$ cat src/hdl/cdd_pkg.sv
// CD drive bridge shared widths, frame layout and encodings
`default_nettype none

package cdd_pkg;

	// Bytes per status or command frame
	localparam int FRAME_BYTES = 12;

	typedef logic [7:0] byte_t;

	// Byte 0 sits in bits 7:0
	typedef logic [FRAME_BYTES*8-1:0] frame_t;

	typedef logic [3:0] byte_idx_t;

	//////////////////////////////
	// Command opcodes
	//////////////////////////////
	typedef enum logic [7:0] {
		OP_NOP  = 8'h00,
		OP_PLAY = 8'h06,
		OP_SEEK = 8'h09
	} cdd_opcode_t;

	//////////////////////////////
	// Byte sequencer states
	//////////////////////////////
	typedef enum logic [1:0] {
		SEQ_IDLE = 2'd0,	// no exchange running
		SEQ_WAIT = 2'd1,	// request delay
		SEQ_XFER = 2'd2		// console clocking a byte
	} seq_state_t;

	// Command bytes replaced by the opcode counts
	localparam byte_idx_t CNT_PLAY_BYTE = 4'd9;
	localparam byte_idx_t CNT_SEEK_BYTE = 4'd8;

	// Audio flag, speed flag, then 16 data bits
	typedef logic [17:0] sector_word_t;

endpackage

`default_nettype wire

$ cat src/hdl/cdd_status_launch.sv
// Status frame launcher, latches a new host frame and times the exchange start
`default_nettype none

module cdd_status_launch #(
	parameter int START_DELAY = 15
) (
	input  wire                 clk_sys,
	input  wire                 reset,
	input  wire cdd_pkg::frame_t status_frame,
	input  wire                 status_toggle,
	output cdd_pkg::frame_t     status_bytes,
	output logic                start
);

	localparam int CNT_W = $clog2(START_DELAY + 1);

	logic             last_toggle;
	logic [CNT_W-1:0] delay_cnt;
	logic             new_frame;

	assign new_frame = (status_toggle != last_toggle);

	// Toggle tracking and start delay
	always_ff @(posedge clk_sys) begin
		if (reset) begin
			last_toggle <= 1'b0;
			delay_cnt <= '0;
			start <= 1'b0;
		end else begin
			start <= 1'b0;
			if (new_frame) begin
				last_toggle <= status_toggle;
				delay_cnt <= CNT_W'(START_DELAY);
			end else if (delay_cnt != '0) begin
				delay_cnt <= delay_cnt - 1'b1;
				start <= (delay_cnt == CNT_W'(1));
			end
		end
	end

	// Frame held for the whole exchange
	always_ff @(posedge clk_sys) begin
		if (new_frame)
			status_bytes <= status_frame;
	end

endmodule

`default_nettype wire

$ cat src/hdl/cdd_bit_shifter.sv
// CD link bit shifter, syncs comclk and moves one byte each way per transfer
`default_nettype none

module cdd_bit_shifter (
	input  wire                clk_sys,
	input  wire                reset,
	input  wire                clear,
	input  wire                load,
	input  wire cdd_pkg::byte_t tx_byte,
	input  wire                comclk,
	input  wire                hdata,
	output logic               cdata,
	output cdd_pkg::byte_t     rx_byte,
	output logic               rx_edge,
	output logic               byte_done
);

	import cdd_pkg::*;

	logic       comclk_s1;
	logic       comclk_s2;
	logic       comclk_d;
	logic       clk_rise;
	logic       clk_fall;
	byte_t      tx_shift;
	byte_t      rx_shift;
	logic [2:0] bit_cnt;

	//////////////////////////////
	// comclk sync and edges
	//////////////////////////////
	always_ff @(posedge clk_sys) begin
		if (reset) begin
			comclk_s1 <= 1'b0;
			comclk_s2 <= 1'b0;
			comclk_d <= 1'b0;
		end else begin
			comclk_s1 <= comclk;
			comclk_s2 <= comclk_s1;
			comclk_d <= comclk_s2;
		end
	end

	assign clk_rise = comclk_s2 & ~comclk_d;
	assign clk_fall = ~comclk_s2 & comclk_d;

	//////////////////////////////
	// Shift and count
	//////////////////////////////
	always_ff @(posedge clk_sys) begin
		if (reset) begin
			cdata <= 1'b0;
			bit_cnt <= '0;
			rx_edge <= 1'b0;
			byte_done <= 1'b0;
		end else begin
			rx_edge <= 1'b0;
			byte_done <= 1'b0;
			if (clear) begin
				bit_cnt <= '0;
			end else if (clk_fall) begin
				// LSB first onto cdata
				cdata <= tx_shift[0];
			end else if (clk_rise) begin
				rx_edge <= 1'b1;
				bit_cnt <= bit_cnt + 3'd1;
				byte_done <= (bit_cnt == 3'd7);
			end
		end
	end

	// Payload shift registers
	always_ff @(posedge clk_sys) begin
		if (load)
			tx_shift <= tx_byte;
		else if (clk_fall && !clear)
			tx_shift <= {1'b0, tx_shift[7:1]};

		if (clk_rise && !clear)
			rx_shift <= {hdata, rx_shift[7:1]};
	end

	assign rx_byte = rx_shift;

	// Next byte loaded only once all eight bits of the last one are in
	a_load_on_byte_boundary: assert property (
		@(posedge clk_sys) disable iff (reset)
		load && !clear |-> (bit_cnt == 3'd0)
	) else $error("byte loaded before eight bits were clocked");

endmodule

`default_nettype wire

$ cat src/hdl/cdd_byte_sequencer.sv
// CD link byte sequencer, walks the twelve bytes and drives request and sync
`default_nettype none

module cdd_byte_sequencer #(
	parameter int REQ_DELAY = 1023
) (
	input  wire                 clk_sys,
	input  wire                 reset,
	input  wire                 start,
	input  wire cdd_pkg::frame_t status_bytes,
	input  wire cdd_pkg::byte_t  rx_byte,
	input  wire                 rx_edge,
	input  wire                 byte_done,
	output logic                load,
	output logic                clear,
	output cdd_pkg::byte_t      tx_byte,
	output logic                comreq_n,
	output logic                comsync_n,
	output cdd_pkg::frame_t     command_bytes,
	output logic                frame_done
);

	import cdd_pkg::*;

	localparam int DLY_W = $clog2(REQ_DELAY + 1);
	localparam byte_idx_t LAST_IDX = byte_idx_t'(FRAME_BYTES - 1);

	seq_state_t       state;
	byte_idx_t        byte_idx;
	logic [DLY_W-1:0] delay_cnt;

	// Status byte for the current position
	assign tx_byte = status_bytes[byte_idx*8 +: 8];

	//////////////////////////////
	// Sequencer FSM
	//////////////////////////////
	always_ff @(posedge clk_sys) begin
		load <= 1'b0;
		clear <= 1'b0;
		frame_done <= 1'b0;
		if (reset) begin
			state <= SEQ_IDLE;
			byte_idx <= '0;
			delay_cnt <= '0;
			comreq_n <= 1'b1;
			comsync_n <= 1'b1;
		end else if (start) begin
			// New frame wins over any exchange in progress
			state <= SEQ_WAIT;
			byte_idx <= '0;
			delay_cnt <= DLY_W'(REQ_DELAY);
			load <= 1'b1;
			clear <= 1'b1;
			comreq_n <= 1'b1;
			comsync_n <= 1'b0;
		end else begin
			case (state)
				SEQ_WAIT: begin
					delay_cnt <= delay_cnt - 1'b1;
					if (delay_cnt == DLY_W'(1)) begin
						comreq_n <= 1'b0;
						state <= SEQ_XFER;
					end
				end

				SEQ_XFER: begin
					// Console has taken the request
					if (rx_edge)
						comreq_n <= 1'b1;
					if (byte_done) begin
						comsync_n <= 1'b1;
						if (byte_idx == LAST_IDX) begin
							frame_done <= 1'b1;
							state <= SEQ_IDLE;
						end else begin
							byte_idx <= byte_idx + 1'b1;
							load <= 1'b1;
							delay_cnt <= DLY_W'(REQ_DELAY);
							state <= SEQ_WAIT;
						end
					end
				end

				default: ;
			endcase
		end
	end

	// Received command bytes
	always_ff @(posedge clk_sys) begin
		if (byte_done && state == SEQ_XFER)
			command_bytes[byte_idx*8 +: 8] <= rx_byte;
	end

	a_idx_in_frame: assert property (
		@(posedge clk_sys) disable iff (reset)
		byte_idx <= LAST_IDX
	) else $error("byte index past end of frame");

endmodule

`default_nettype wire

$ cat src/hdl/cdd_command_frame.sv
// Command frame publisher, adds play and seek counts and flips the host toggle
`default_nettype none

module cdd_command_frame (
	input  wire                 clk_sys,
	input  wire                 reset,
	input  wire cdd_pkg::frame_t command_bytes,
	input  wire                 frame_done,
	output cdd_pkg::frame_t     command_frame,
	output logic                command_toggle
);

	import cdd_pkg::*;

	byte_t       play_cnt;
	byte_t       seek_cnt;
	frame_t      published;
	cdd_opcode_t opcode;

	assign opcode = cdd_opcode_t'(command_bytes[7:0]);

	// Counts as they stood before this frame
	always_comb begin
		published = command_bytes;
		published[CNT_PLAY_BYTE*8 +: 8] = play_cnt;
		published[CNT_SEEK_BYTE*8 +: 8] = seek_cnt;
	end

	always_ff @(posedge clk_sys) begin
		if (reset) begin
			play_cnt <= '0;
			seek_cnt <= '0;
			command_toggle <= 1'b0;
		end else if (frame_done) begin
			command_toggle <= ~command_toggle;
			case (opcode)
				OP_PLAY: play_cnt <= play_cnt + 8'd1;
				OP_SEEK: seek_cnt <= seek_cnt + 8'd1;
				OP_NOP:  ;	// idle poll, nothing to count
				default: ;
			endcase
		end
	end

	always_ff @(posedge clk_sys) begin
		if (frame_done)
			command_frame <= published;
	end

endmodule

`default_nettype wire

$ cat src/hdl/cd_sector_feed.sv
// CD sector feed, turns the host image download into flagged sector words
`default_nettype none

module cd_sector_feed (
	input  wire                     clk_sys,
	input  wire                     reset,
	input  wire                     dl_active,
	input  wire                     dl_wr,
	input  wire [15:0]              dl_data,
	output cdd_pkg::sector_word_t   sector_word,
	output logic                    sector_wr
);

	typedef enum logic [1:0] {
		FEED_HDR    = 2'd0,
		FEED_READY  = 2'd1,
		FEED_STROBE = 2'd2
	} feed_state_t;

	feed_state_t state;
	logic        strobe_cnt;
	logic        audio_flag;
	logic        speed_flag;

	always_ff @(posedge clk_sys) begin
		if (reset) begin
			state <= FEED_HDR;
			strobe_cnt <= 1'b0;
			sector_wr <= 1'b0;
		end else begin
			case (state)
				FEED_HDR: begin
					if (dl_active && dl_wr)
						state <= FEED_READY;
				end

				FEED_READY: begin
					if (!dl_active) begin
						state <= FEED_HDR;
					end else if (dl_wr) begin
						sector_wr <= 1'b1;
						strobe_cnt <= 1'b1;
						state <= FEED_STROBE;
					end
				end

				FEED_STROBE: begin
					// Two-cycle strobe, extra writes dropped
					strobe_cnt <= 1'b0;
					if (!strobe_cnt) begin
						sector_wr <= 1'b0;
						state <= FEED_READY;
					end
				end

				default: state <= FEED_HDR;
			endcase
		end
	end

	//////////////////////////////
	// Header flags and data word
	//////////////////////////////
	always_ff @(posedge clk_sys) begin
		if (state == FEED_HDR && dl_active && dl_wr) begin
			audio_flag <= dl_data[1];
			speed_flag <= dl_data[0];
		end
		// Byte swap of the host word
		if (state == FEED_READY && dl_active && dl_wr)
			sector_word <= {audio_flag, speed_flag, dl_data[7:0], dl_data[15:8]};
	end

endmodule

`default_nettype wire

$ cat src/hdl/cdd_bridge_top.sv
// CD drive bridge top level, links host status and command frames to the console
`default_nettype none

module cdd_bridge_top #(
	parameter int START_DELAY = 15,
	parameter int REQ_DELAY   = 1023
) (
	input  wire                      clk_sys,
	input  wire                      reset,

	// Host side
	input  wire cdd_pkg::frame_t      status_frame,
	input  wire                      status_toggle,
	output cdd_pkg::frame_t          command_frame,
	output logic                     command_toggle,
	input  wire                      dl_active,
	input  wire                      dl_wr,
	input  wire [15:0]               dl_data,
	output cdd_pkg::sector_word_t    sector_word,
	output logic                     sector_wr,

	// Console side
	input  wire                      comclk,
	input  wire                      hdata,
	output logic                     cdata,
	output logic                     comreq_n,
	output logic                     comsync_n
);

	import cdd_pkg::*;

	frame_t status_bytes;
	frame_t command_bytes;
	byte_t  tx_byte;
	byte_t  rx_byte;
	logic   start;
	logic   load;
	logic   clear;
	logic   rx_edge;
	logic   byte_done;
	logic   frame_done;

	//////////////////////////////
	// Status and serial link
	//////////////////////////////
	cdd_status_launch #(
		.START_DELAY (START_DELAY)
	) launch_i (
		.clk_sys       (clk_sys),
		.reset         (reset),
		.status_frame  (status_frame),
		.status_toggle (status_toggle),
		.status_bytes  (status_bytes),
		.start         (start)
	);

	cdd_byte_sequencer #(
		.REQ_DELAY (REQ_DELAY)
	) seq_i (
		.clk_sys       (clk_sys),
		.reset         (reset),
		.start         (start),
		.status_bytes  (status_bytes),
		.rx_byte       (rx_byte),
		.rx_edge       (rx_edge),
		.byte_done     (byte_done),
		.load          (load),
		.clear         (clear),
		.tx_byte       (tx_byte),
		.comreq_n      (comreq_n),
		.comsync_n     (comsync_n),
		.command_bytes (command_bytes),
		.frame_done    (frame_done)
	);

	cdd_bit_shifter shifter_i (
		.clk_sys   (clk_sys),
		.reset     (reset),
		.clear     (clear),
		.load      (load),
		.tx_byte   (tx_byte),
		.comclk    (comclk),
		.hdata     (hdata),
		.cdata     (cdata),
		.rx_byte   (rx_byte),
		.rx_edge   (rx_edge),
		.byte_done (byte_done)
	);

	cdd_command_frame cmd_i (
		.clk_sys        (clk_sys),
		.reset          (reset),
		.command_bytes  (command_bytes),
		.frame_done     (frame_done),
		.command_frame  (command_frame),
		.command_toggle (command_toggle)
	);

	// Image download path
	cd_sector_feed feed_i (
		.clk_sys     (clk_sys),
		.reset       (reset),
		.dl_active   (dl_active),
		.dl_wr       (dl_wr),
		.dl_data     (dl_data),
		.sector_word (sector_word),
		.sector_wr   (sector_wr)
	);

endmodule

`default_nettype wire

$ cat config.mk
export PLATFORM = sky130hd
export DESIGN_NAME = cdd_bridge_top
export DESIGN_NICKNAME = d
export VERILOG_FILES = /design/src/hdl/cdd_pkg.sv /design/src/hdl/cdd_status_launch.sv /design/src/hdl/cdd_bit_shifter.sv /design/src/hdl/cdd_byte_sequencer.sv /design/src/hdl/cdd_command_frame.sv /design/src/hdl/cd_sector_feed.sv /design/src/hdl/cdd_bridge_top.sv
export SDC_FILE = /design/constraint.sdc
export NUM_CORES = 1
export LEC_CHECK = 0
export BUFFER_PORTS_ARGS = -buffer_cell sky130_fd_sc_hd__buf_4
export CAP_MARGIN = 20
export CORE_UTILIZATION = 45
export CTS_CLUSTER_SIZE = 10
export DETAILED_ROUTE_END_ITERATION = 8
export PLACE_DENSITY = 0.69
export SYNTH_ARGS = -nofsm -noshare
export SYNTH_HDL_FRONTEND = slang
export SYNTH_HIERARCHICAL = 1
export SYNTH_SLANG_ARGS = --single-unit
$ cat constraint.sdc
create_clock -name clk_sys -period 3.8 [get_ports clk_sys]
set_clock_uncertainty 0.1 [all_clocks]
set_input_delay 0 -clock clk_sys [delete_from_list [all_inputs] [get_ports clk_sys]]
set_output_delay 0 -clock clk_sys [all_outputs]
set_load 0.03 [all_outputs]
* Word level (Yosys, flattened, before mapping) *
Index checks and enable logic that the tools add are counted.

storage, ports and cells
  output and inout bits = 119
  input port bits = 119
  RAM bits = 0
  memory bits (read-only) = 0
  logic and storage cells = 151
  memories kept = 0
  register bits after elaboration = 381
  latch bits = 0

operators by class
  shift-type cells = 3
  reductions and logical operators = 37
  add/sub/neg operators = 7
  bitwise logic cells = 12
  multiply operators = 0
  div/mod/pow operators = 0
  equality and inequality tests = 22
  $lt $le $gt $ge = 0
  multiplexer cells = 37

operator list
  kind                                                                      count
  96-bit bitwise mux                                                        1
  8-bit by 34-bit variable shift with 96-bit output (first input constant)  1
  8-bit by 34-bit variable part select with 96-bit output                   1
  96-bit by 8-bit variable part select with 8-bit output                    1
  7-bit negation with 34-bit output                                         1
  10-bit two-way mux                                                        3
  3-bit AND reduction                                                       7
  10-bit case mux with 2 select lines                                       1
  1-bit two-way mux                                                         17
  8-bit by 1-bit adder with 8-bit output (second input constant)            2
  8-bit two-way mux                                                         2
  2-bit two-way mux                                                         6
  2-bit nonzero test                                                        6
  10-bit by 1-bit equality test with 1-bit output (second input constant)   1
  1-bit inverter                                                            10
  2-bit AND reduction                                                       5
  10-bit by 1-bit subtractor with 10-bit output (second input constant)     1
  8-bit by 3-bit equality test with 1-bit output (second input constant)    1
  8-bit by 4-bit equality test with 1-bit output (second input constant)    1
  1-bit logical AND                                                         8
  4-bit two-way mux                                                         2
  2-bit by 1-bit != test with 1-bit output (second input constant)          4
  4-bit OR reduction                                                        2
  2-bit != test (second input constant)                                     3
  other kinds (22)                                                          31

* Depth between registers and ports, before layout *
  word-level depth = 5
  depth in mapped cells = 8
  depth with buffers taken out = 6

* Modules after synthesis *
The synthesis kept the hierarchy.

modules (own cells, without submodules)
  module              sequential area each (um^2)  cells an instance  times used  area each (um^2)
  cdd_byte_sequencer  3303.2                       414                1           5491.5
  cdd_command_frame   3223.1                       183                1           3707.3
  cdd_status_launch   3002.9                       123                1           3160.5
  cdd_bit_shifter     660.6                        54                 1           907.1
  cd_sector_feed      680.7                        39                 1           775.7

* Worst setup path before layout *
No wires, ideal clock.

  path type = register to register
  from = register seq_i.frame_done
  to = register cmd_i.play_cnt[7]
  path buffers = 0
  path slack = -198 ps
  cell stages (with the launch flop) = 5
  setup time = 121 ps
  data required time = 3579 ps
  period minus slack after synthesis = 3998 ps
  arrival = 3777 ps
  cells stage by stage = dfxtp_1 -> nor3b_4 -> nand3_4 -> nor4_1 -> mux2_2

between the ends
  word-level cells in the longest chain between the ends = 1

RTL lines
  what                                  RTL line                  source
  start: declaration                    cdd_byte_sequencer.sv:20  output logic frame_done
  start signal: assignment              cdd_byte_sequencer.sv:41  frame_done <= 1'b0;
  start signal: assignment              cdd_byte_sequencer.sv:74  frame_done <= 1'b1;
  2-bit AND reduction (no source line)  --
  end signal: assignment                cdd_command_frame.sv:37   OP_PLAY: play_cnt <= play_cnt + 8'd1;
  end: declaration                      cdd_command_frame.sv:15   byte_t play_cnt;

Every way passes these cells.
A chain may end at the register's enable or synchronous reset.

==> flow_metrics.env <==
export IMPL_grt_remaining_overflow=0
export IMPL_htree_num_levels=2
export IMPL_area_delta_synth_final_pct=34.92
export IMPL_worst_slew_margin_rel=0.3217
export IMPL_grt_pass1_vias=8046
export IMPL_gp_congestion=0.7806
export IMPL_vias=7792
export IMPL_clkSinkCount=365
export IMPL_cp_num_cells=6
export IMPL_r2r_cells=6
export IMPL_yosysWarningCount=6
export IMPL_antenna_found_initial=1
export IMPL_antenna_left=0
export IMPL_slew_violations=0
export IMPL_maxCapViolCount=0
export IMPL_wl_mm=28.16
export IMPL_cts_root_buf="clkbuf_16"
export IMPL_track_usage=0.1858
export IMPL_cts_resized=0
export IMPL_path_buf_inv=1
export IMPL_cp_start_kind="flop"
export IMPL_hpwl_mm=17.12
export IMPL_arrival_ns=2.74
export IMPL_crit_slowest_cell="or4b_1"
export IMPL_outcome="finished clean"
export IMPL_p_per_area_nw_per_um2=467.3
export IMPL_clk_pin_slew_ns=0.05
export IMPL_max_stage_delay_ns=0.53
export IMPL_routedWlPerCell_microns=17.78
export IMPL_fin_setup_tns_ns=0
export IMPL_setup_worst_path_end_class="flop"
export IMPL_portBuffers=237
export IMPL_synthCells=777
export IMPL_first_pass_iters=5
export IMPL_hold_viol=0
export IMPL_clockBufferDepth=3
export IMPL_cts_tree="yes"
export IMPL_finalCritPeriodShare=0.7089
export IMPL_via_per_inst=4.919
export IMPL_die_area_sq_um=30570
export IMPL_num_rows=62
export IMPL_place_area_sq_um=15680
export IMPL_finalCriticalPeriod_ns=2.694
export IMPL_drtIter0Drc=469
export IMPL_cp_cell_sequence="inv_1 -> ha_1 -> or4b_1 -> nor4_4 -> nand2_1 -> nor2_1"
export IMPL_tightest_slew_ns=1.015
export IMPL_die_h_microns=174.9
export IMPL_grt_max_degree=83
export IMPL_fin_area_sq_um=18140
export IMPL_cts_setup_buffers=0
export IMPL_nets=1298
export IMPL_die_w_microns=174.9
export IMPL_setup_viol_count_final=0
export IMPL_grt_pass1_wl_mm=43.41
export IMPL_power_leakage_nw=6.757
export IMPL_initial_core_util=0.4634
export IMPL_cp_top_family="simple AND/OR/NAND/NOR gates"
export IMPL_drive_gt1_frac=0.2961
export IMPL_worstSetupPathType="reg2reg"
export IMPL_num_io_pins=238
export IMPL_syn_avg_cell_area_sq_um=17.30
export IMPL_synth_area_sq_um=13450
export IMPL_clock_latency_ns=0.53
export IMPL_core_region_area_sq_um=29010
export IMPL_numCtsBuffers=42
export IMPL_rsz0062_at_grt="false"
export IMPL_irDropWorstVdd_mv=0.3108
export IMPL_min_path_type="in2reg"
export IMPL_crit_fanout=9
export IMPL_synth_nets=909
export IMPL_cp_required_ns=3.85
export IMPL_drc=0
export IMPL_min_path_cells=2
export IMPL_fmax_mhz=371.2
-- cell type report --
| cell class | count | area, sq um |
|---|---|---|
| fill | 2126 | 10870 |
| antenna | 1 | 2.502 |
| inverter | 15 | 57.56 |
| clock buffer | 74 | 1192 |
| timing repair buffer | 369 | 3088 |
| multi-input combinational | 373 | 2892 |
| clock inverter | 3 | 32.53 |
| tap | 384 | 480.5 |
| sequential | 365 | 10400 |
-- layer usage --
layer,vias to the layer above,track usage,wire (microns)
li1,3689,-,-
met1,3740,0.2337,11780
met2,296,0.3198,13870
met3,67,0.03829,1715
met4,0,0.06341,801
met5,-,0,0
-- final timing paths --
kind / to / slack, ns / from
max reg2reg: seq_i/command_bytes[6]$_DFFE_PP_ / 1.11 / seq_i/byte_idx[1]$_SDFFE_PP0P_
min: launch_i/status_bytes[84]$_DFFE_PP_ / 0.09 / status_frame[84]
max: seq_i/command_bytes[6]$_DFFE_PP_ / 1.11 / seq_i/byte_idx[1]$_SDFFE_PP0P_
min reg2reg: cmd_i/command_frame[53]$_DFFE_PP_ / 0.32 / seq_i/command_bytes[53]$_DFFE_PP_
-- power breakdown --
group          internal (W)  total, W  switching [W]
logic              0.000233  0.000390       0.000157
registers           0.00444   0.00450      0.0000549
clock network       0.00212   0.00359        0.00147
total               0.00680   0.00848        0.00168
-- cell usage in the layout (no fill, tap or decap), types with 9 or more instances in the layout --
master / instances
and2_1: 83
a21oi_1: 23
nor2_1: 42
clkbuf_16: 43
xor2_1: 9
xnor2_1: 15
dlygate4sd3_1: 122
ha_1: 13
clkbuf_1: 31
nor3_1: 14
dfxtp_1: 55
mux4_2: 24
inv_1: 14
nand2_1: 29
edfxtp_1: 308
buf_4: 245
nor2b_1: 11
-- flip-flops by register name, indices dropped and copies added, names as in the netlist, 10 cells and up --
signal / flops
cmd_i/command_frame: 96
feed_i/sector_word: 18
launch_i/status_bytes: 96
seq_i/command_bytes: 80
seq_i/delay_cnt: 10
-- through the flow --
| step | setup WS [ns] | utilization | std cells | hold slack (ns) | power (W) |
|---|---|---|---|---|---|
| floorplan | 0.8800 | - | 777 | -0.03756 | 0.004698 |
| global placement | 1.285 | 0.5406 | 1383 | 0.07852 | 0.004847 |
| detailed placement | 1.158 | 0.5406 | 1383 | 0.07935 | 0.004856 |
| CTS | 1.128 | 0.6249 | 1582 | 0.06066 | 0.008540 |
| global route | 0.9387 | 0.6252 | 1584 | 0.07409 | 0.008753 |
| finish | 1.106 | 0.6252 | 1584 | 0.08632 | 0.008477 |
-- timing repair --
| action | 4_1_cts | 5_1_grt |
|---|---|---|
| hold endpoints to repair | 166 | 0 |
| hold buffers | 122 | 0 |
| setup endpoints to repair | 0 | 0 |
No activity file was read; power rests on OpenSTA's default activity.
